**src/tl_fifo.sv**
```systemverilog
`timescale 1ns/1ps

module tl_fifo #(
  parameter type payload_t = logic
) (
  input  logic     clk_i,
  input  logic     rst,
  input  logic     in_valid,
  output logic     in_ready,
  input  payload_t in_data,
  output logic     out_valid,
  input  logic     out_ready,
  output payload_t out_data
);

  payload_t   mem [2];
  logic       wr_ptr;
  logic       rd_ptr;
  logic [1:0] count;
  logic       push;
  logic       pop;

  assign in_ready  = (count != 2'd2); // take a beat whenever a slot is free
  assign out_valid = (count != 2'd0);
  assign out_data  = mem[rd_ptr];

  assign push = in_valid & in_ready;
  assign pop  = out_valid & out_ready;

  always_ff @(posedge clk_i) begin
    if (rst) begin
      wr_ptr <= 1'b0;
      rd_ptr <= 1'b0;
      count  <= 2'd0;
    end else begin
      if (push) wr_ptr <= ~wr_ptr;
      if (pop) rd_ptr <= ~rd_ptr;
      count <= count + 2'(push) - 2'(pop);
    end
  end

  always_ff @(posedge clk_i) begin
    if (push) mem[wr_ptr] <= in_data;
  end

endmodule

```
**config.mk**
```make
export PLATFORM = sky130hd
export DESIGN_NAME = tl_fifo
export DESIGN_NICKNAME = d
export VERILOG_FILES = /design/src/tl_fifo.sv
export SDC_FILE = /design/constraint.sdc
export NUM_CORES = 1
export LEC_CHECK = 0
export BUFFER_PORTS_ARGS = -buffer_cell sky130_fd_sc_hd__buf_4
export CORE_AREA = 5 5 42 44
export CTS_BUF_LIST = sky130_fd_sc_hd__clkbuf_4
export DETAILED_ROUTE_END_ITERATION = 16
export DIE_AREA = 0 0 47 49
export SLEW_MARGIN = 20
export SYNTH_ARGS = -nofsm -noshare
export SYNTH_HDL_FRONTEND = slang
export SYNTH_SLANG_ARGS = --single-unit
```
**constraint.sdc**
```tcl
create_clock -name clk_i -period 2.6 [get_ports clk_i]
set_clock_uncertainty 0.2 [all_clocks]
set_input_delay 0.26 -clock clk_i [delete_from_list [all_inputs] [get_ports clk_i]]
set_output_delay 0.26 -clock clk_i [all_outputs]
set_load 0.01 [all_outputs]
```
======== After elaboration in Yosys (flattened, before gate mapping) ========
Memory sizes are Yosys's and may differ from the RTL's. A register that Yosys moved wholly into a read port is not among the register bits.
Index checks and enable logic that the tools add are counted.
word-level totals
  register bits ........................... 4
  RAM bits ................................ 2
  bits of input ports ..................... 5
  word-level logic and storage cells ...... 16
  memories kept ........................... 1
cells by class
  $add $sub $neg .......................... 2
  equality and inequality tests ........... 1
  multiplexer cells ....................... 4
  bitwise operators ....................... 4
  reduce and logical (&&, ||, !) cells .... 1
memory list
  memory  depth  bits a word  read ports  clocked after Yosys merged registers in  write ports  RTL line  text
  mem     2      1            1           1                                        1            16        payload_t mem [2];
operators by type and width
  operator                               number
  2-to-1 mux 1 bit                       4
  adder 2 x 1 -> 2 bit                   1
  AND 1 bit                              2
  != test 2 bit (second input constant)  1
  inverter 1 bit                         2
  nonzero test 2 bit                     1
  subtractor 2 x 1 -> 2 bit              1

======== Logic depth before layout (Yosys ltp) ========
Gate-level depths: netlist of the first run.
  word-level depth ........................ 4
  mapped depth ............................ 8
  depth with buffers taken out ............ 8

======== Least setup slack after synthesis of the first run ========
Ideal clock, no wire load.
  path kind ............................... register to register
  start point ............................. reg count[0]
  end point ............................... reg count[1]
  library setup time ...................... 78 ps
  arrival ................................. 1429 ps
  path slack .............................. 893 ps
  cell stages (with the launch flop) ...... 9
  buffers on the path ..................... 0
  cells stage by stage .................... dfxtp_1 nand2b_2 nand2_4 ha_1 inv_1 ha_1 xor2_1 and2_1 nor3_1
on the way
  word-level cells in the longest chain between the ends .. 4
  elaborated cells on any way between the ends .. 6
  classes of those cells .................. 2 x add/sub; 1 x eq/ne; 2 x bitwise; 1 x reduce/logical
ends and longest elaborated chain
  item                       RTL line  text
  start, declared            19        logic [1:0] count;
  start signal, assigned     38        count <= count + 2'(push) - 2'(pop);
  != test 2 bit              23        assign in_ready = (count != 2'd2);
  net in_ready               9         output logic in_ready,
  AND 1 bit                  27        assign push = in_valid & in_ready;
  adder 2 x 1 -> 2 bit       38
  subtractor 2 x 1 -> 2 bit  38
The timed path passes the listed nets, and every way through them passes these cells.
A chain may end at the register's enable or synchronous reset.

======== Worst setup path in the final report of the first run ========
  start point ............................. reg count[0]
  end point ............................... reg count[1]
on the way
  word-level cells in the longest chain between the ends .. 4
  elaborated cells on any way between the ends .. 6
  classes of those cells .................. 2 x add/sub; 1 x eq/ne; 2 x bitwise; 1 x reduce/logical
ends and longest elaborated chain
  item                           RTL line
  != test 2 bit                  23
  AND 1 bit                      27
  adder 2 x 1 -> 2 bit           38
  subtractor 2 x 1 -> 2 bit (*)  38
Every way passes the cells marked *; elsewhere a longest branch is shown, timed or not.

==> results of run 1 <==
## where the power goes
part	total, mW	leakage (nW)	switching [mW]	internal, mW
clock	0.106	0.0184	0.0369	0.0688
combinational	0.176	0.124	0.0745	0.101
sequential	0.174	0.0600	0.0243	0.149
total	0.455	0.202	0.136	0.319
## cells in the mapped netlist (all sizes together) (2+ instances only)
master	n
dfxtp	5
ha	2
nor2	5
mux2	2
edfxtp	2
## routing by layer
metal,up-vias,global-route usage
met5,-,0
met4,0,0.0691
met3,0,0.0332
met2,6,0.0588
met1,96,0.0576
li1,119,-
## layout make-up
class,count,area (sq um)
well taps,16,20.0
flip-flops and latches,7,160
fillers,157,970
multi-input cells,20,155
clock buffers,4,30.0
inverters,1,3.75
repair buffers,8,62.6
## path summary, 6_finish.rpt
kind | start | endpoint | slack [ns] | cells after the start
max | count[0] | count[1] | 0.83 | 8
min | rst | count[0] | 0.02 | 2
min reg2reg | rd_ptr | register | 0.32 | 2
max reg2reg | count[0] | count[1] | 0.83 | 8
## worst register-to-register path, cell delays in order, from the launching register on
cell and delay (ns):
dfxtp_1 0.37, nand2b_2 0.18, nand2_4 0.07, ha_1 0.27, inv_1 0.04, ha_1 0.17, xor2_1 0.15, and2_1 0.15
nor3_1 0.11
## kinds of logic after synthesis
logic type               after synthesis
AND/OR/NAND/NOR                       13
flip-flops                             7
XOR/XNOR                               2
multiplexers                           2
adder cells (fa/ha/maj)                2
AO/OA/AOI/OAI                          1
buffers and inverters                  1
## through the flow
| stage | setup WS, ns | total power [mW] | hold WS [ns] | area [sq um] |
|---|---|---|---|---|
| floorplan | 0.893 | 0.294 | 0.132 | 319 |
| global placement | 0.854 | 0.348 | 0.250 | 392 |
| detailed placement | 0.818 | 0.353 | 0.253 | 392 |
| CTS | 0.807 | 0.466 | 0.0119 | 432 |
| global route | 0.694 | 0.494 | 0.0154 | 432 |
| finish | 0.827 | 0.455 | 0.0206 | 432 |
==> results by group, run 1 <==
Place
  – Dpl cells: 51
  – Hpwl dp: 418 um
  – Port Buffers: 7
  – Final Wtd Congestion: 0.616

Critical path
  – WS Path Type: register to register
  – Kind of end point of the critical path: register
  – Top cell family by delay on the critical path: simple AND/OR/NAND/NOR gates
  – Startpoint Class: register
  – Worst path bufs/invs: 1
  – Critical path's largest stage delay: around 0.37 ns
  – Worst Path Arrival: 1.74 ns
  – Most used cell, CP: ha_1
  – Worst-path maximum fanout: 4
  – CP max stage cell: dfxtp_1
  – CP required: 2.57 ns
  – CP cell instances: nand2b_2 > nand2_4 > ha_1 > inv_1 > ha_1 > xor2_1 > and2_1 > nor3_1

Final layout
  – Share of cells above drive strength 1: 0.450
  – Commonest cells after routing, fill and taps aside: 7 x buf_4, 5 x nor2_1, 5 x dfxtp_1, 4 x clkbuf_4
  – Layout area overhead: 35.3%
  – Final core utilization: 0.308
  – Total Nets Final: 48
  – Number of antenna diodes: 0
  – Commonest non-fill, non-tap cell in the layout: buf_4
  – Layout Cells excl Fill: between 50 and 60

CTS
  – CTS H-tree lvls: 1
  – CTS root buf: clkbuf_4
  – Hold buffers post-CTS: 1
  – Post-CTS Setup Inserts: 0
  – CTS Buf Count: 3
  – Clock Latency Late Sink: between 0.2 and 0.25 ns
  – Clock tree buffer depth: 2
  – CTS tree: done
  – Clk pin slew, worst setup/hold paths: 0.05 ns
  – Post-CTS Resized: 0
  – Clock sink total: 7

Synth
  – Post-synth ARST share: 0
  – Mapped Area: about 320 sq um
  – Number of synthesized flops with an enable pin: 2
  – Synth Area in XOR/XNOR: 0.0549
  – Ranking of synthesized cells by area: dfxtp_1 31%, edfxtp_1 19%, ha_1 7.8%, nor2_1 5.9%, mux2_4 4.7%
  – Main flop type after synthesis: dfxtp_1
  – Netlist cell types: 18
  – Post-synthesis compound-gate area fraction: 0.0275
  – Post-synthesis mux area share: 0.0824
  – Simple-gate share of the synthesized area: 0.243
  – Syn nets: 35
  – Cell taking the most area after synthesis: dfxtp_1
  – Post-Synth Adder-Cell Area: 0.0784
  – Combinational family with the most area after synthesis: simple AND/OR/NAND/NOR gates
  – Synthesized area per cell: 11.4 sq um
  – Synth Instances: 28
  – Yosys warnings: 0
  – Sequential area share after synthesis: 0.502
  – Synth top area share: 0.314
  – #FFs+latches synth: 7

Routing
  – Routed via count: 221
  – Routed Antenna Nets: 0
  – Met3 WL: about 52 um
  – Total Wirelength: 506 um
  – Met1 WL: ~220 um
  – Drt first pass iters: 2
  – Top routing layer in use: met3
  – DRC violations left: 0
  – Drt first-iter violations: 4
  – Post-DR wirelength/cell: approximately 9 um
  – Met2 routed WL: 234 um
  – Via density: 3.95

Min path
  – Worst min path class: input port to register

GRT
  – Largest net degree at the start of global routing: 7
  – Vias in the first global route: 193
  – Total gr overflow: 0
  – Total GRT Usage: 0.0537
  – Antenna violations before repair: 0
  – First-pass GRT wire length: between 700 and 800 um

Timing
  – Fin crit period: roughly 1.8 ns
  – Max Clk Rate: 564 MHz
  – Least-Margin Pin Slew: 0.186 ns
  – Worst slew margin: 0.875
  – TNS Setup: 0 ns
  – Max Slew Vio Count: 0
  – Setup violators final: 0
  – Fin. Hold Viols: 0
  – Unrepaired setup endpoints after global routing: no
  – Final Cycle Share: 0.682

Floorplanning
  – Die Area: ~2300 sq um
  – Die Span Y: 49 um
  – Chip width: approximately 47 um
  – Core area: 1400 sq um
  – Row count: 14
  – Initial core utilization: 0.228
  – Ports: 8

Pwr
  – Lkg Pwr: 0.202 nW
  – Cell area power density: around 1100 nW/um^2
  – VDD IR max: 0.260 mV

Status
  – Status: finished clean

Run
  – Maxcap violations: 0
Power figures use the tool's default switching activity.
==> run 2, diff against run 1 <==
- ABC_AREA: default -> 1
- clock period: 2.6 -> 1.8 ns (I/O delays scaled with it)
==> run 2 against run 1 <==
Synthesized cell count up 46%. Core utilization up 2.7 points. Global-route usage up 1.4 points. Flip-flop and latch count unchanged. Die area unchanged. Combinational power up 70%. Clock power up 57%.
==> results by group, run 2 <==
Synth
  – Mapped Area: around 320 sq um
  – #FFs+latches synth: 7
  – Post-synthesis compound-gate area fraction: 0.0311
  – Post-synthesis mux area share: 0.0350
  – Combinational family with the most area after synthesis: simple AND/OR/NAND/NOR gates
  – Ranking of synthesized cells by area: dfxtp_1 31%, edfxtp_1 19%, inv_1 11%, nand2_1 9.3%, nor2_1 9.3%
  – Number of synthesized flops with an enable pin: 2
  – Synth Area in XOR/XNOR: 0
  – Synthesized area per cell: approximately 8 sq um
  – Synth Instances: 41
  – Simple-gate share of the synthesized area: 0.253
  – Synth top area share: 0.311
  – Post-Synth Adder-Cell Area: 0.0778
  – Netlist cell types: 10
  – Post-synth top cells: 9 x inv_1, 8 x nand2_1, 8 x nor2_1
  – Cell taking the most area after synthesis: dfxtp_1
  – Sequential area share after synthesis: 0.498
  – Most common cell in the netlist: inv_1
  – Yosys warnings: 0
  – Post-synth ARST share: 0
  – Syn nets: 48
  – Main flop type after synthesis: dfxtp_1

Final layout
  – Number of antenna diodes: 0
  – Commonest non-fill, non-tap cell in the layout: inv_1
  – Share of cells above drive strength 1: 0.345
  – Layout area overhead: 45.9%
  – Commonest cells after routing, fill and taps aside: 9 x inv_1, 8 x nor2_1, 7 x buf_4, 5 x nand2_1
  – Total Nets Final: 63

Timing
  – Fin crit period: about 1.7 ns
  – Max Clk Rate: 586 MHz
  – Max Slew Vio Count: 0
  – Setup violators final: 0
  – Least-Margin Pin Slew: 0.134 ns
  – Fin. Hold Viols: 0
  – Worst slew margin: 0.911
  – Unrepaired setup endpoints after global routing: no
  – TNS Setup: 0 ns
  – Final setup margin: 0.0946 ns
  – Final Cycle Share: 0.947

Pwr
  – Sw Ratio: 0.368
  – Clock power frac: 0.234
  – Sequential power share: 0.345
  – VDD IR max: 0.530 mV
  – Cell area power density: approximately 1500 nW/um^2
  – Lkg Pwr: 0.230 nW
  – P_sw: 261 uW
  – Internal Power: 448 uW
  – Logic gate share of total power: 0.421

Critical path
  – Reg2reg start: count[0]
  – Number of cells on the worst reg-to-reg path: 11
  – Worst Path Arrival: 1.66 ns
  – Reg-to-reg slack, setup: 0.17 ns
  – CP max stage cell: dlygate4sd3_1
  – CP cell instances: dlygate4sd3_1 > buf_4 > nand2_2 > ha_1 > inv_1 > ha_2 > inv_1 > nand2_2 > nand3_1 > nand2_1 > nor2_1
  – Worst path bufs/invs: 4
  – RR Endpoint: count[1]
  – CP required: 1.75 ns
  – WS Path Type: input port to register
  – Top cell family by delay on the critical path: buffers and inverters
  – Kind of end point of the critical path: register
  – Worst-path maximum fanout: 3
  – Startpoint Class: input port
  – Critical path's largest stage delay: 0.54 ns

Routing
  – Post-DR wirelength/cell: 9.94 um
  – Total Wirelength: 706 um
  – Via density: 4.11
  – Drt first pass iters: 2
  – DRC violations left: 0
  – Routed Antenna Nets: 0
  – Routed via count: 292
  – Drt first-iter violations: 4

Min path
  – Worst min path class: input port to register
  – Hold path endpoint: rd_ptr
  – Hold Path Cell Cnt: 4
  – Hold Startpoint: out_ready

Floorplanning
  – Chip width: around 47 um
  – Row count: 14
  – Die Area: 2300 sq um
  – Core area: 1400 sq um
  – Initial core utilization: 0.229
  – Ports: 8
  – Die Span Y: 49 um

CTS
  – Clock tree buffer depth: 2
  – CTS Buf Count: 3
  – CTS root buf: clkbuf_4
  – Clock sink total: 7
  – Clk pin slew, worst setup/hold paths: 0.06 ns
  – CTS H-tree lvls: 1
  – CTS tree: done
  – Clock Latency Late Sink: 0.26 ns

GRT
  – Vias in the first global route: 272
  – Largest net degree at the start of global routing: 5
  – Total gr overflow: 0
  – First-pass GRT wire length: around 1000 um
  – Antenna violations before repair: 0
  – Total GRT Usage: 0.0672

Place
  – Port Buffers: 7
  – Hpwl dp: 497 um
  – Pre-CTS setup slack: 0.107 ns
  – Final Wtd Congestion: 0.817

Run
  – Maxcap violations: 0

Status
  – Status: finished clean
-- run 2: cell count changes in the layout (fill, tap and decap cells not counted), moves of 2 or more --
cell | before | now
dlygate4sd3_1 | 1 | 3
nor2_1 | 5 | 8
inv_1 | 1 | 9
nand2_2 | 0 | 3
nand2_1 | 0 | 5
nand3_1 | 0 | 3
-- run 2: worst max path at each step --
stage / from / to / cells past startpoint
floorplan: count[0] / count[1] / 10
global placement: count[0] / count[1] / 10
detailed placement: count[0] / count[1] / 10
CTS: in_valid / count[1] / 10
global route: in_valid / count[1] / 11
finish: in_valid / count[1] / 11
-- run 2: final cells by class --
cell class                 count  area [sq um]
multi-input combinational     25           141
inverter                       9          33.8
fill                         156           932
timing repair buffer          10          82.6
clock buffer                   4          30.0
sequential                     7           161
tap                           16          20.0
-- run 2: repair_timing --
action	4_1_cts	5_1_grt
setup buffers	0	0
setup endpoints to repair	0	1
hold endpoints to repair	4	0
hold buffers	3	0
gates resized for setup	0	6
-- run 2: cell families after synthesis --
logic type | after synthesis
flip-flops | 7
multiplexers | 1
AO/OA/AOI/OAI | 2
AND/OR/NAND/NOR | 20
buffers and inverters | 9
adder cells (fa/ha/maj) | 2
-- run 2: metrics by stage --
step	total power [mW]	util	area [sq um]	hold WS, ns	std cells
global placement	0.511	0.281	394	0.144	64
finish	0.709	0.335	469	0.0212	71
CTS	0.691	0.324	454	0.0148	71
floorplan	0.421	-	322	0.0512	41
global route	0.773	0.335	469	0.0317	71
detailed placement	0.513	0.281	394	0.151	64
-- run 2: worst reg2reg max path: cells and delay by family, from the launching register on --
kind | cells | cell delay, ns
adder cells (fa/ha/maj) | 2 | 0.43
buffers and inverters | 3 | 0.17
flip-flops | 1 | 0.34
AND/OR/NAND/NOR | 6 | 0.39
-- run 2: power by group through the flow --
| stage | Sequential [mW] | Clock, mW | Combinational [mW] |
|---|---|---|---|
| 5_1_grt | 0.249 | 0.181 | 0.344 |
| 4_1_cts | 0.239 | 0.174 | 0.278 |
| 6_report | 0.244 | 0.166 | 0.299 |
| 2_1_floorplan | 0.236 | 0 | 0.185 |
| 3_5_place_dp | 0.243 | 0 | 0.270 |
| 3_3_place_gp | 0.241 | 0 | 0.269 |
-- run 2: metal layers --
| layer | track usage | up-vias | wire, um |
|---|---|---|---|
| met3 | 0.0406 | 2 | 52 |
| met1 | 0.0647 | 130 | 280 |
| met5 | 0 | - | 0 |
| met4 | 0.0691 | 0 | 25 |
| li1 | - | 153 | - |
| met2 | 0.0905 | 7 | 348 |
==> run 3, diff against run 2 <==
- ABC_AREA: 1 -> 0
==> run 3 against run 2 <==
Routed wire length decreased by 12%. Critical path depth decreased by 4. Die area unchanged. Final cell count shrank 15%. Setup slack got worse by 0.047 ns. Clock power decreased by 7%. Via count down 14%. Power up 12%. Register-to-register slack got worse by 0.12 ns. Combinational power rose by 25%. Flip-flop and latch count did not move.
==> results by group, run 3 (same netlist as run 1, synthesis figures left out) <==
Status
  – Status: finished clean

Timing
  – Hold_ws: 0.106 ns
  – Worst slew margin: 0.882
  – Max Slew Vio Count: 0
  – Max Clk Rate: 571 MHz
  – Final Cycle Share: 0.973
  – Fin. Hold Viols: 0
  – Setup violators final: 0
  – Least-Margin Pin Slew: 0.176 ns
  – Unrepaired setup endpoints after global routing: yes
  – Fin crit period: roughly 1.8 ns

Floorplanning
  – Initial core utilization: 0.228
  – Row count: 14
  – Die Area: 2300 sq um
  – Chip width: between 40 and 50 um
  – Die Span Y: 49 um
  – Ports: 8
  – Core area: approximately 1400 sq um

Routing
  – Post-DR wirelength/cell: a little over 10 um
  – Via density: 4.18
  – DRC violations left: 0
  – Routed via count: 251
  – Routed Antenna Nets: 0
  – Drt first pass iters: 1
  – Drt first-iter violations: 0
  – Total Wirelength: 622 um

Final layout
  – Final core utilization: 0.366
  – Multi-input logic area: between 150 and 200 sq um
  – Layout Cells excl Fill: 60
  – Fill count: ~160
  – Reg area: roughly 170 sq um
  – Share of cells above drive strength 1: 0.614
  – Layout area overhead: 60.8%
  – Total Nets Final: 52
  – Number of antenna diodes: 0
  – Commonest non-fill, non-tap cell in the layout: buf_4
  – Commonest cells after routing, fill and taps aside: 10 x buf_4, 5 x nor2_1, 4 x clkbuf_4, 3 x dfxtp_1

Critical path
  – Worst Path Arrival: 1.72 ns
  – Kind of end point of the critical path: register
  – WS Path Type: register to register
  – Worst-path maximum fanout: 5
  – Reg-to-reg slack, setup: 0.05 ns
  – Startpoint Class: register
  – CP required: between 1.5 and 2 ns

CTS
  – CTS Buf Count: 3
  – Clock tree buffer depth: 2
  – Clk pin slew, worst setup/hold paths: 0.05 ns
  – CTS H-tree lvls: 1
  – CTS root buf: clkbuf_4
  – CTS tree: done
  – Clock sink total: 7
  – Clock Latency Late Sink: approximately 0.25 ns

GRT
  – Total GRT Usage: 0.0686
  – Vias in the first global route: 240
  – First-pass GRT wire length: 966 um
  – Antenna violations before repair: 0
  – Largest net degree at the start of global routing: 7
  – Total gr overflow: 0

Pwr
  – Cell area power density: 1550 nW/um^2
  – VDD IR max: 0.454 mV
  – Total power: between 700 and 800 uW
  – Lkg Pwr: 0.224 nW

Place
  – Dpl cells: 53
  – Final Wtd Congestion: a little over 0.6
  – Port Buffers: 7
  – Hpwl dp: 432 um

Min path
  – Worst min path class: input port to register

Run
  – Maxcap violations: 0
==> run 3: routing by layer <==
layer / vias up / track usage / share of wire / wire [um]
met1: 115 / 0.0556 / 0.32 / 198
met4: 0 / 0.0829 / 0.048 / 30
met5: - / 0 / 0 / 0
met3: 3 / 0.0480 / 0.11 / 69
li1: 124 / - / - / -
met2: 9 / 0.0928 / 0.52 / 323
==> run 3: metrics by stage <==
stage / setup TNS (ns) / setup WS (ns) / area [sq um]
after floorplan: 0 / 0.0928 / 319
after global placement: 0 / 0.0843 / 407
after detailed placement: 0 / 0.0538 / 407
after CTS: 0 / 0.0188 / 457
after global routing: -0.0159 / -0.0159 / 513
final: 0 / 0.0479 / 513
==> run 3: what timing repair did <==
action | in CTS | in global routing
hold buffers | 2 | 0
setup endpoints to repair | 0 | 1
resized for setup | 0 | 10
buffers inserted | 0 | 1
hold endpoints to repair | 6 | 0
==> run 3: worst paths after layout <==
check	startpoint	to	cells past startpoint
worst min register to register	rd_ptr	rd_ptr	2
worst max-delay path	count[1]	count[1]	7
worst min-delay path	in_valid	wr_ptr	3
worst max register to register	count[1]	count[1]	7
==> run 3: critical path, stage by stage (launching register included) <==
cell and delay, ns:
dfxtp_4 0.36, o21a_4 0.21, ha_4 0.25, inv_2 0.04, ha_4 0.15, xor2_2 0.17, and2_1 0.13, nor3_1 0.16
==> run 3: where the power goes <==
part           leakage [nW]  switching (mW)  internal, mW
clock                0.0184          0.0542        0.0994
combinational         0.144           0.148         0.224
sequential           0.0610          0.0422         0.224
total                 0.224           0.245         0.548
==> run 3: final cells by class <==
| type | instances | share of cell area |
|---|---|---|
| Timing Repair Buffer | 12 | 0.185 |
| Sequential cell | 7 | 0.322 |
| Multi-Input combinational cell | 20 | 0.388 |
| Inverter | 1 | 0.00732 |
| Tap cell | 16 | 0.0390 |
| Clock buffer | 4 | 0.0585 |
