$ cat src/tl_pkg.sv
package tl_pkg;

  parameter int unsigned addr_width = 16;
  parameter int unsigned data_width = 32;
  parameter int unsigned mask_width = data_width / 8;
  parameter int unsigned size_width = 2;
  parameter int unsigned dev_source_width = 3; // host ids sit in the low 2 bits

  typedef enum logic [2:0] {
    a_put_full_data = 3'd0,
    a_get           = 3'd4
  } a_opcode_e;

  typedef enum logic [2:0] {
    d_access_ack      = 3'd0,
    d_access_ack_data = 3'd1
  } d_opcode_e;

  typedef struct packed {
    a_opcode_e                   opcode;
    logic [size_width-1:0]       size;    // log2 of bytes
    logic [dev_source_width-1:0] source;
    logic [addr_width-1:0]       address; // word address
    logic [mask_width-1:0]       mask;
    logic [data_width-1:0]       data;
  } a_chan_t;

  typedef struct packed {
    d_opcode_e                   opcode;
    logic [size_width-1:0]       size;
    logic [dev_source_width-1:0] source;
    logic                        denied;
    logic [data_width-1:0]       data;
  } d_chan_t;

endpackage

$ cat src/tl_if.sv
`timescale 1ns/1ps

interface tl_if;

  logic            a_valid;
  logic            a_ready;
  tl_pkg::a_chan_t a;

  logic            d_valid;
  logic            d_ready;
  tl_pkg::d_chan_t d;

  // requester side
  modport host (
    output a_valid,
    output a,
    input  a_ready,
    input  d_valid,
    input  d,
    output d_ready
  );

  // responder side
  modport device (
    input  a_valid,
    input  a,
    output a_ready,
    output d_valid,
    output d,
    input  d_ready
  );

endinterface

$ cat src/tl_source_arbiter.sv
`timescale 1ns/1ps

module tl_source_arbiter (
  input  logic clk_i,
  input  logic rst,
  tl_if.device host0,
  tl_if.device host1,
  tl_if.host   device
);

  localparam int unsigned region_bit = tl_pkg::dev_source_width - 1;

  logic ptr;        // host favored on a tie
  logic sel;        // host granted this cycle
  logic d_to_host1;

  // favored host wins if it asks, otherwise whoever asks
  always_comb begin
    if (ptr) begin
      sel = host1.a_valid | ~host0.a_valid;
    end else begin
      sel = host1.a_valid & ~host0.a_valid;
    end
  end

  assign device.a_valid = host0.a_valid | host1.a_valid;
  assign device.a       = sel ? host1.a : host0.a;
  assign host0.a_ready  = device.a_ready & ~sel;
  assign host1.a_ready  = device.a_ready & sel;

  // a stalled beat keeps its grant, so the payload stays stable
  always_ff @(posedge clk_i) begin
    if (rst) begin
      ptr <= 1'b0;
    end else if (device.a_valid) begin
      ptr <= device.a_ready ? ~sel : sel;
    end
  end

  // response routing by source region
  assign d_to_host1 = device.d.source[region_bit];

  assign host0.d_valid  = device.d_valid & ~d_to_host1;
  assign host1.d_valid  = device.d_valid & d_to_host1;
  assign host0.d        = device.d;
  assign host1.d        = device.d;
  assign device.d_ready = d_to_host1 ? host1.d_ready : host0.d_ready;

endmodule

$ cat src/flat_wrapper.sv
// flat-port wrapper written by rule: the top's interface ports become plain ports
module tl_source_arbiter_flat 
  (clk_i, rst, host0_a_valid, host0_a, host0_a_ready, host0_d_valid, host0_d, host0_d_ready, host1_a_valid, host1_a, host1_a_ready, host1_d_valid, host1_d, host1_d_ready, device_a_valid, device_a, device_a_ready, device_d_valid, device_d, device_d_ready);
  tl_if host0_i ();
  tl_if host1_i ();
  tl_if device_i ();
  input  logic clk_i;
  input  logic rst;
  input wire logic [$bits(host0_i.a_valid)-1:0] host0_a_valid;
  input wire logic [$bits(host0_i.a)-1:0] host0_a;
  output wire logic [$bits(host0_i.a_ready)-1:0] host0_a_ready;
  output wire logic [$bits(host0_i.d_valid)-1:0] host0_d_valid;
  output wire logic [$bits(host0_i.d)-1:0] host0_d;
  input wire logic [$bits(host0_i.d_ready)-1:0] host0_d_ready;
  input wire logic [$bits(host1_i.a_valid)-1:0] host1_a_valid;
  input wire logic [$bits(host1_i.a)-1:0] host1_a;
  output wire logic [$bits(host1_i.a_ready)-1:0] host1_a_ready;
  output wire logic [$bits(host1_i.d_valid)-1:0] host1_d_valid;
  output wire logic [$bits(host1_i.d)-1:0] host1_d;
  input wire logic [$bits(host1_i.d_ready)-1:0] host1_d_ready;
  output wire logic [$bits(device_i.a_valid)-1:0] device_a_valid;
  output wire logic [$bits(device_i.a)-1:0] device_a;
  input wire logic [$bits(device_i.a_ready)-1:0] device_a_ready;
  input wire logic [$bits(device_i.d_valid)-1:0] device_d_valid;
  input wire logic [$bits(device_i.d)-1:0] device_d;
  output wire logic [$bits(device_i.d_ready)-1:0] device_d_ready;
  assign host0_i.a_valid = host0_a_valid;
  assign host0_i.a = host0_a;
  assign host0_a_ready = host0_i.a_ready;
  assign host0_d_valid = host0_i.d_valid;
  assign host0_d = host0_i.d;
  assign host0_i.d_ready = host0_d_ready;
  assign host1_i.a_valid = host1_a_valid;
  assign host1_i.a = host1_a;
  assign host1_a_ready = host1_i.a_ready;
  assign host1_d_valid = host1_i.d_valid;
  assign host1_d = host1_i.d;
  assign host1_i.d_ready = host1_d_ready;
  assign device_a_valid = device_i.a_valid;
  assign device_a = device_i.a;
  assign device_i.a_ready = device_a_ready;
  assign device_i.d_valid = device_d_valid;
  assign device_i.d = device_d;
  assign device_d_ready = device_i.d_ready;
  tl_source_arbiter u_core (.clk_i(clk_i), .rst(rst), .host0(host0_i), .host1(host1_i), .device(device_i));
endmodule
$ cat config.mk
export PLATFORM = sky130hd
export DESIGN_NAME = tl_source_arbiter_flat
export DESIGN_NICKNAME = d
export VERILOG_FILES = /design/src/tl_pkg.sv /design/src/tl_if.sv /design/src/tl_source_arbiter.sv /design/src/flat_wrapper.sv
export SDC_FILE = /design/constraint.sdc
export NUM_CORES = 1
export LEC_CHECK = 0
export ABC_AREA = 1
export BUFFER_PORTS_ARGS = -buffer_cell sky130_fd_sc_hd__buf_2
export CORE_AREA = 3 3 121 123
export DETAILED_ROUTE_END_ITERATION = 6
export DIE_AREA = 0 0 124 126
export PLACE_DENSITY_LB_ADDON = 0.15
export SKIP_LAST_GASP = 1
export SYNTH_ARGS = -nofsm -noshare
export SYNTH_HDL_FRONTEND = slang
export SYNTH_SLANG_ARGS = --single-unit
$ cat constraint.sdc
create_clock -name clk_i -period 1.7 [get_ports clk_i]
set_clock_uncertainty 0.2 [all_clocks]
set_input_delay 0.17 -clock clk_i [delete_from_list [all_inputs] [get_ports clk_i]]
set_output_delay 0.17 -clock clk_i [all_outputs]
set_load 0.01 [all_outputs]
After elaboration in Yosys (flattened, before gate mapping)
Cells that the tools add are included.
{"block": "totals", "register_bits": 1, "output_inout_bits": 148}
{"block": "op_classes", "muxes": 4, "bitwise_logic": 10}
{"operator": "two-way mux 60 bit", "n": 1}
{"operator": "AND 1 bit", "n": 5}
{"operator": "two-way mux 1 bit", "n": 3}
{"operator": "NOT 1 bit", "n": 3}
{"operator": "OR 1 bit", "n": 2}

Depth between registers and ports, before layout
Gate-level depths: netlist (run 1).
{"block": "depth", "ltp_word": 5, "mapped_depth": 8, "mapped_depth_nobuf": 8}

Worst setup path before layout (run 1)
OpenSTA, ideal clock, no wires.
{"block": "synth_path", "path_type": "reg-to-reg", "start": "reg u_core.ptr", "end": "reg u_core.ptr", "slack_ps": 378, "n_path_buf": 0, "path_stages_with_launch": 8, "arrival_ps": 1008, "setup_time_ps": 114, "required_ps": 1386, "cell_sequence": "dfxtp_1 inv_1 nand2_1 nand2_1 inv_1 ha_1 o21bai_1 nor2_1"}
{"block": "synth_via", "elab_chain_len": 3}
{"item": "start: declaration", "line": "tl_source_arbiter.sv:13", "rtl": "logic ptr;"}
{"item": "start signal: assignment", "line": "tl_source_arbiter.sv:36", "rtl": "ptr <= device.a_ready ? ~sel : sel;"}
{"item": "two-way mux 1 bit *", "line": "tl_source_arbiter.sv:19", "rtl": "if (ptr) begin"}
{"item": "NOT 1 bit", "line": "tl_source_arbiter.sv:36"}
{"item": "two-way mux 1 bit *", "line": "tl_source_arbiter.sv:36"}
Every way passes the cells marked *; elsewhere a longest branch is shown, timed or not.
A chain may end at the register's enable or synchronous reset.

Final worst setup path (run 1)
{"block": "layout_path", "start": "reg u_core.ptr", "end": "out device_a[35]"}
{"block": "layout_via", "elab_chain_len": 2}
{"item": "two-way mux 1 bit", "line": "tl_source_arbiter.sv:19"}
{"item": "two-way mux 60 bit", "line": "tl_source_arbiter.sv:27", "rtl": "assign device.a = sel ? host1.a : host0.a;"}
{"item": "end: declaration", "line": "flat_wrapper.sv:22", "rtl": "output wire logic [$bits(device_i.a)-1:0] device_a;"}
No other way between the ends.

==> impl_results.md, run 1 <==
- Leak pwr: 1.48 nW
- Final hold violations: 0
- Nets: 582
- Rel. slew slack: 0.865
- Layout area overhead: 39.0%
- Top_reg_cell synth: dfxtp_1
- # hold bufs at CTS: 0
- Total gr overflow: 0
- Final hold slack: 0.140 ns
- Crit-path cells: o21ai_4 -> buf_12 -> nand3_1 -> nand2_1 -> buf_2
- Class of the most critical setup path: reg2out
- Ys async rst share: 0
- Peak Freq: 0.657 GHz
- Final setup viols: 0
- Full die area: 0.0156 mm^2
- FILL cells: 1653
- Vias/cell: 3.97
- Setup Fix Bufs, Post-CTS: 0
- Die Y: 126 um
- First-pass GRT wire length: 10400 um
- Row count: 43
- Netlist cell types: 12
- Via count: 2336
- Port-buffer cells: 196
- Leading post-synthesis cells by instance count: nand3_1 (120), buf_4 (83), nand2_1 (67), buf_2 (17), inv_1 (8)
- Count leader, synth: nand3_1
- Tmin final: 1.52 ns
- Register-to-register setup slack: 0.22 ns
- CP Launch Type: register
- Worst skew pair latency: 0 ns
- CP arrival: 1.15 ns
- RSZ-0062 raised after global routing: no
- Starting DRT DRC Count: 80
- Initial Util: 0.123
- VDD IR-drop max: 0.105 mV
- Critical Path Sink Type: output port
- Detailed Place HPWL: 5890 um
- Vias in the first global route: 2214
- Antenna violations before repair: 0
- Synth top area share: 0.369
- Share of layout cells above drive strength 1: 0.509
- Biggest regs: u_core.ptr x1
- Tot GR Track Use: 0.0790
- Cell count after synthesis: 311
- #FFs+latches synth: 1
- Final worst path period share: 0.895
- CP required: 1.33 ns
- ANT nets after route: 0
- Post-synthesis sequential area ratio: 0.0118
- RD Place Congestion: 0.706
- Status: complete, no violations
- Synth Cell Area: 0.00169 mm^2
- Pin count of the biggest net entering global routing: 37
- YS warnings: 0
- CP Max Fanout: 34
- Final WL: 7120 um
- HP Class: in2out
- ANT cells: 0
- Slowest CP cell: dfxtp_1
- Pre-Repair DR Iteration Count: 4
- Reg with most FFs: u_core.ptr
- Final setup TNS: 0 ns
- Post-synth EDFFs: 0
- Least-Margin Pin Slew: 0.202 ns
- CP max stage delay: 0.34 ns
- Avg Synthesized Cell Area: 5.44 um^2
- Chip width: 124 um
- Total chip power: 0.892 mW
- MaxCap Viol Count: 0
- Io pins: 317
- Avg WL per Cell: 12.1 um
- Max FFs per register: 1
- Top post-synthesis cells by area: buf_4 (37%), nand3_1 (36%), nand2_1 (15%)
- PwrDens: 380 mW/mm^2
- Syn_nets: 482
- Core area: 0.0138 mm^2
- Area leader, netlist: buf_4
- Fin. max-slew vios: 0
- DR DRC count: 0
- Clk slew on worst S/H paths: 0 ns
## worst max-delay path, delay by kind of cell (launching register included)
family | cells | cell delay, ns
buf+inv | 2 | 0.36
flops | 1 | 0.34
compound gates | 1 | 0.23
simple gates | 2 | 0.20
## cell families (layout without fill, tap and decap cells)
kind of cell	Yosys count	in the layout	synth area share
flip-flops	1	1	0.0118
AO/OA/AOI/OAI	3	3	0.0104
adder cells (fa/ha/maj)	2	2	0.0148
buffers and inverters	114	212	0.450
AND/OR/NAND/NOR	191	191	0.513
## cells in the final DEF, fill, tap and decap left out
| cell | n |
|---|---|
| inv_1 | 8 |
| buf_12 | 8 |
| o21bai_1 | 1 |
| dfxtp_1 | 1 |
| nand2_1 | 64 |
| o21ai_0 | 1 |
| nand2_2 | 2 |
| o21ai_4 | 1 |
| buf_2 | 196 |
| ha_1 | 2 |
| nand3_1 | 120 |
| nor2_1 | 4 |
| nand2_4 | 1 |
## metal layers
layer,global-route usage,vias up,share of wire
li1,-,1141,-
met1,0.0864,1017,0.36
met2,0.155,156,0.49
met3,0.0126,22,0.13
met4,0.0180,0,0.024
met5,0,-,0
## stage by stage
step | cell area [um^2] | std cells | util | worst slack (ns)
global placement | 2340 | 589 | 0.170 | 0.127
floorplan | 1690 | 311 | - | 0.378
detailed placement | 2340 | 589 | 0.170 | 0.132
global route | 2350 | 589 | 0.171 | 0.0698
finish | 2350 | 589 | 0.171 | 0.178
CTS | 2340 | 589 | 0.170 | 0.130
## area by class of cell
cell class	count	area (um^2)	area share
Inverter	8	30.0	0.0128
Timing Repair Buffer	204	1140	0.486
Multi-Input combinational cell	196	933	0.397
Tap cell	180	225	0.0958
Sequential cell	1	20.0	0.00852
## repair_timing
item | CTS | global route
gates resized for setup | 0 | 1
endpoints found under the setup margin | 0 | 1
hold endpoints to repair | 0 | 0
## report_power, final
group	switching, mW	total [mW]	internal, mW
Sequential	0.00413	0.0308	0.0266
Clock	0	0	0
Combinational	0.467	0.861	0.394
Total	0.471	0.892	0.420
## path summary, 6_finish.rpt
kind | from | endpoint | cells after the start
max | u_core.ptr$_SDFFE_PP0P_ | device_a[35] | 5
min | device_d[12] | host0_d[12] | 0
max reg2reg | u_core.ptr$_SDFFE_PP0P_ | u_core.ptr$_SDFFE_PP0P_ | 7
min reg2reg | u_core.ptr$_SDFFE_PP0P_ | u_core.ptr$_SDFFE_PP0P_ | 2
Power figures use the tool's default switching activity.
==> run 2: changes to the inputs <==
==> constraint.sdc (replaced) <==
create_clock -name clk_i -period 1.5 [get_ports clk_i]
set_clock_uncertainty 0.2 [all_clocks]
set_input_delay 0.15 -clock clk_i [delete_from_list [all_inputs] [get_ports clk_i]]
set_output_delay 0.15 -clock clk_i [all_outputs]
set_load 0.01 [all_outputs]
==> run 2 against run 1 <==
Sequential share of layout area about the same. Die area unchanged. Highest routed layer unchanged. Final area increased by 6.8%. Worst setup slack got worse by 0.11 ns.
==> impl_results.md, run 2 (synthesized netlist as in run 1, its figures left out) <==
- Status: complete, no violations
- CP required: 1.15 ns (-0.18 ns)
- Via count: 2398 (+2.7%)
- Nets: 591 (+1.5%)
- CP Buf/Inv Count: 6 (+4)
- PwrDens: 445 mW/mm^2 (+17%)
- Critical Path Sink Type: output port
- CP arrival: 1.08 ns (-0.07 ns)
- Slowest CP cell: clkbuf_16
- # hold bufs at CTS: 0 (unchanged)
- Antenna violations before repair: 0 (unchanged)
- Starting DRT DRC Count: 106 (+33%)
- Register-to-register setup slack: 0.10 ns (-0.12 ns)
- VDD IR-drop max: 0.140 mV (+33%)
- Reg with most FFs: u_core.ptr
- MaxCap Viol Count: 0 (unchanged)
- Die Y: 126 um (unchanged)
- Core area: 0.0138 mm^2 (unchanged)
- Initial Util: 0.123 (unchanged)
- Io pins: 317 (unchanged)
- Final setup viols: 0 (unchanged)
- Dpl cells: 590 (+0.17%)
- Final hold violations: 0 (unchanged)
- Chip width: 124 um (unchanged)
- HP Class: in2out
- Class of the most critical setup path: in2out
- DR DRC count: 0 (unchanged)
- Pre-Repair DR Iteration Count: 4 (unchanged)
- Least-Margin Pin Slew: 0.257 ns (+0.0553 ns)
- RD Place Congestion: 0.702 (-0.48%)
- Leak pwr: 1.56 nW (+5.2%)
- Final core utilization: 0.182 (+0.0115)
- FILL cells: 1606 (-2.8%)
- First-pass GRT wire length: 10200 um (-2.1%)
- DP Area: 0.00233 mm^2 (-0.75%)
- Avg WL per Cell: 14.4 um (+19%)
- Finished Cell Area: 0.00251 mm^2 (+6.8%)
- Share of layout cells above drive strength 1: 0.533 (+0.0249)
- Pre-CTS setup slack: -0.0601 ns (-0.193 ns)
- Tmin final: 1.43 ns
- Vias in the first global route: 2167 (-2.1%)
- CP Max Fanout: 6 (-82%)
- Most frequent cells in the layout: buf_2 (194), nand3_1 (116), nand2_1 (63), inv_1 (8), buf_12 (7)
- Final WL: 8620 um (+21%)
- Critical Path Most Common Cell: buf_4
- CP Launch Type: input pin
- Multi-input logic area: 956 um^2 (+2.4%)
- Layout area overhead: 48.4%
- Storage element area: 21.3 um^2 (+6.2%)
- ANT nets after route: 0 (unchanged)
- Port-buffer cells: 196 (unchanged)
- Crit-path cells: buf_4 -> inv_1 -> buf_4 -> o21ai_4 -> buf_6 -> clkbuf_16 -> nand3_1 -> nand2_1 -> buf_2
- RSZ-0062 raised after global routing: yes
- CP max stage delay: 0.18 ns (-0.16 ns)
- Filler-free cell count of the finished design: 598 (+1.5%)
- Pin count of the biggest net entering global routing: 50 (+35%)
- Max FFs per register: 1 (unchanged)
- Tot GR Track Use: 0.0782 (-0.000726)
- Critical path's top delay family: buffers and inverters
- Final worst path period share: 0.956
- Fin. max-slew vios: 0 (unchanged)
- Vias/cell: 4.01 (+1.1%)
- Worst skew pair latency: 0 ns (unchanged)
- Total gr overflow: 0 (unchanged)
- Biggest regs: u_core.ptr x1
- PnR worst setup slack: 0.0659 ns (-0.112 ns)
- Row count: 43 (unchanged)
- Detailed Place HPWL: 5810 um (-1.4%)
- Rel. slew slack: 0.828 (-0.0367)
- Full die area: 0.0156 mm^2 (unchanged)
- Peak Freq: 0.697 GHz
- ANT cells: 0 (unchanged)
- Final hold slack: 0.100 ns (-0.0400 ns)
- Total chip power: 1.12 mW (+25%)
- Final setup TNS: 0 ns (unchanged)
- Most common cell after layout, fill and taps aside: buf_2
## run 2: layer usage
| metal | share of wire | track usage | vias to the layer above |
|---|---|---|---|
| li1 | - | - | 1162 |
| met1 | 0.39 | 0.0870 | 1057 |
| met2 | 0.50 | 0.152 | 155 |
| met3 | 0.097 | 0.00988 | 24 |
| met4 | 0.023 | 0.0206 | 0 |
| met5 | 0 | 0 | - |
## run 2: worst paths after layout
kind,startpoint,cells after the start,end
max reg2reg,u_core.ptr$_SDFFE_PP0P_,7,u_core.ptr$_SDFFE_PP0P_
min reg2reg,u_core.ptr$_SDFFE_PP0P_,2,u_core.ptr$_SDFFE_PP0P_
max,host0_a_valid,9,device_a[50]
min,device_d[31],0,host0_d[31]
## run 2: repair_timing
item / in CTS / in global routing
setup endpoints to repair: 1 / 60
setup buffers: 0 / 2
pin swaps: 0 / 4
gates resized for setup: 0 / 15
gates cloned: 0 / 6
## run 2: power breakdown
| group | internal (mW) | total (mW) | switching, mW |
|---|---|---|---|
| Clock | 0 | 0 | 0 |
| Sequential | 0.0309 | 0.0355 | 0.00461 |
| Combinational | 0.501 | 1.08 | 0.580 |
| Total | 0.532 | 1.12 | 0.585 |
## run 2: cell type report
class,instances,area share
multi-input combinational,196,0.381
tap,180,0.0898
inverter,8,0.0120
timing repair buffer,213,0.509
sequential,1,0.00848
## run 2: worst register-to-register path, cell delays in order, from the launching register on
cell	delay (ns)
dfxtp_2	0.32
inv_1	0.09
nand2_4	0.09
nand2_2	0.08
inv_1	0.04
ha_1	0.26
o21bai_1	0.14
nor2_1	0.05
==> run 3: changes to the inputs <==
--- a/config.mk
+++ b/config.mk
@@ -11,6 +11,7 @@
 export DETAILED_ROUTE_END_ITERATION = 6
 export DIE_AREA = 0 0 124 126
 export PLACE_DENSITY_LB_ADDON = 0.15
+export SETUP_SLACK_MARGIN = 0.4
 export SKIP_LAST_GASP = 1
 export SYNTH_ARGS = -nofsm -noshare
 export SYNTH_HDL_FRONTEND = slang
==> run 3 against run 2 <==
Maximum frequency up 0.67%. Final area up 0.40%. First-iteration DRC count down 49%. Utilization up 0.073 points. Highest routed layer unchanged.
==> impl_results.md, run 3 (synthesized netlist as in run 1, its figures left out) <==
- Status: complete, no violations
- Antenna violations before repair: 0 (unchanged)
- ANT nets after route: 0 (unchanged)
- Tot GR Track Use: 0.0803 (+0.00211)
- Hold endpoint: host0_d[8]
- CP max stage delay: 0.33 ns (+0.15 ns)
- PnR worst setup slack: 0.0754 ns (+0.00949 ns)
- Chip width: 124 um (unchanged)
- M1 WL: 2940 um (-11%)
- Reg2reg end: u_core.ptr$_SDFFE_PP0P_
- Critical path's top delay family: buffers and inverters
- Top Metal Used: met4
- Io pins: 317 (unchanged)
- HP Class: in2out
- Reg with most FFs: u_core.ptr
- Row count: 43 (unchanged)
- Finished Cell Area: 0.00252 mm^2 (+0.40%)
- DP Area: 0.00235 mm^2 (+1.1%)
- Fin. max-slew vios: 0 (unchanged)
- Slowest CP cell: dfxtp_2
- Via count: 2325 (-3.0%)
- Vias in the first global route: 2206 (+1.8%)
- Worst Reg-to-Reg Cells: 7 (unchanged)
- Initial Util: 0.123 (unchanged)
- ANT cells: 0 (unchanged)
- Nets: 588 (-0.51%)
- DR DRC count: 0 (unchanged)
- RD Place Congestion: 0.663 (-5.6%)
- Core area: 0.0138 mm^2 (unchanged)
- Hold wc startpoint: device_d[8]
- Starting DRT DRC Count: 54 (-49%)
- Most common cell after layout, fill and taps aside: buf_2
- Worst hold stages: 0 (unchanged)
- Final WL: 7620 um (-12%)
- First-pass GRT wire length: 10400 um (+2.5%)
- Detailed Place HPWL: 5720 um (-1.6%)
- Rel. slew slack: 0.886 (+0.0575)
- Crit-path cells: o21ai_4 -> buf_12 -> clkbuf_16 -> nand3_1 -> nand2_1 -> buf_2
- Filler-free cell count of the finished design: 595 (-0.50%)
- Max FFs per register: 1 (unchanged)
- Biggest regs: u_core.ptr x1
- CP Buf/Inv Count: 3 (-3)
- RSZ-0062 raised after global routing: yes
- Leak pwr: 1.55 nW (-0.33%)
- Total chip power: 1.10 mW (-1.5%)
- PwrDens: 437 mW/mm^2 (-1.9%)
- Full die area: 0.0156 mm^2 (unchanged)
- Share of layout cells above drive strength 1: 0.533 (-0.000963)
- Port-buffer cells: 196 (unchanged)
- Final hold slack: 0.100 ns (+0.00000100 ns)
- Dpl cells: 589 (-0.17%)
- Pre-CTS setup slack: 0.0255 ns (+0.0856 ns)
- Least-Margin Pin Slew: 0.171 ns (-0.0863 ns)
- MaxCap Viol Count: 0 (unchanged)
- Register-to-register setup slack: 0.13 ns (+0.03 ns)
- Vias/cell: 3.91 (-2.6%)
- Clk slew on worst S/H paths: 0 ns
- Final hold violations: 0 (unchanged)
- Peak Freq: 0.702 GHz (+0.67%)
- CP required: 1.15 ns (about the same)
- Final setup viols: 0 (unchanged)
- Pin count of the biggest net entering global routing: 36 (-28%)
- Die Y: 126 um (unchanged)
- Pre-Repair DR Iteration Count: 4 (unchanged)
- Total gr overflow: 0 (unchanged)
- CP Launch Type: register
- Met2 WL: 3650 um (-15%)
- Tmin final: 1.42 ns (-0.00949 ns)
- VDD IR-drop max: 0.182 mV (+31%)
- CP Max Fanout: 12 (+6)
- Final worst path period share: 0.950 (-0.00633)
- DR WL met3: 820 um (-1.4%)
- Avg WL per Cell: 12.8 um (-11%)
- CP arrival: 1.07 ns (about the same)
- Class of the most critical setup path: reg2out
- Layout area overhead: 49.0%
- Worst skew pair latency: 0 ns (unchanged)
- Most frequent cells in the layout: buf_2 (194), nand3_1 (120), nand2_1 (62), buf_12 (8), inv_1 (5)
- Critical Path Sink Type: output port
- Reg2reg start: u_core.ptr$_SDFFE_PP0P_
==> run 3: changes by cell type in the layout (fill, tap and decap cells not counted), sizes merged <==
cell	before	now
buf	209	207
clkbuf	4	3
==> run 3: where the power goes <==
group | total [mW] | switching [mW] | internal, mW
clock | 0 | 0 | 0
sequential | 0.0360 | 0.00515 | 0.0309
combinational | 1.06 | 0.558 | 0.505
==> run 3: worst register-to-register path, cell delays in order, from the launching register on <==
cell and delay [ns]:
dfxtp_2 0.36, inv_2 0.06, nand2_4 0.09, nand2_2 0.07, inv_1 0.09, ha_4 0.20, o21bai_1 0.14, nor2_1 0.05
==> run 3: stage by stage <==
stage | setup TNS [ns] | util
2_1_floorplan | 0 | -
3_3_place_gp | 0 | 0.171
3_5_place_dp | 0 | 0.171
4_1_cts | 0 | 0.176
5_1_grt | -0.00970 | 0.183
6_report | 0 | 0.183
==> run 3: area by class of cell <==
class / instances / area (um^2)
fill: 1605 / 11300
multi-input combinational: 196 / 956
timing repair buffer: 210 / 1280
inverter: 8 / 32.5
sequential: 1 / 21.3
tap: 180 / 225
==> run 3: how the worst max path moves through the flow <==
stage / endpoint / depth (start not counted) / start
after detailed placement: u_core.ptr$_SDFFE_PP0P_ / 9 / host0_a_valid
final: device_a[22] / 6 / u_core.ptr$_SDFFE_PP0P_
after global routing: device_a[6] / 6 / u_core.ptr$_SDFFE_PP0P_
after global placement: device_a[32] / 8 / host0_a_valid
after floorplan: u_core.ptr$_SDFFE_PP0P_ / 7 / u_core.ptr$_SDFFE_PP0P_
after CTS: device_a[32] / 6 / u_core.ptr$_SDFFE_PP0P_
==> run 3: metal layers <==
metal / global-route usage / up-vias
met5: 0 / -
met4: 0.0245 / 0
met3: 0.00988 / 25
met2: 0.157 / 150
met1: 0.0881 / 996
li1: - / 1154
==> run 3: timing repair <==
item,in CTS,in global routing
hold buffers,0,0
gates resized for setup,7,4
setup buffers,2,0
setup endpoints to repair,63,63
pin swaps,1,2
endpoints found under the hold margin,0,0
cloned,1,3
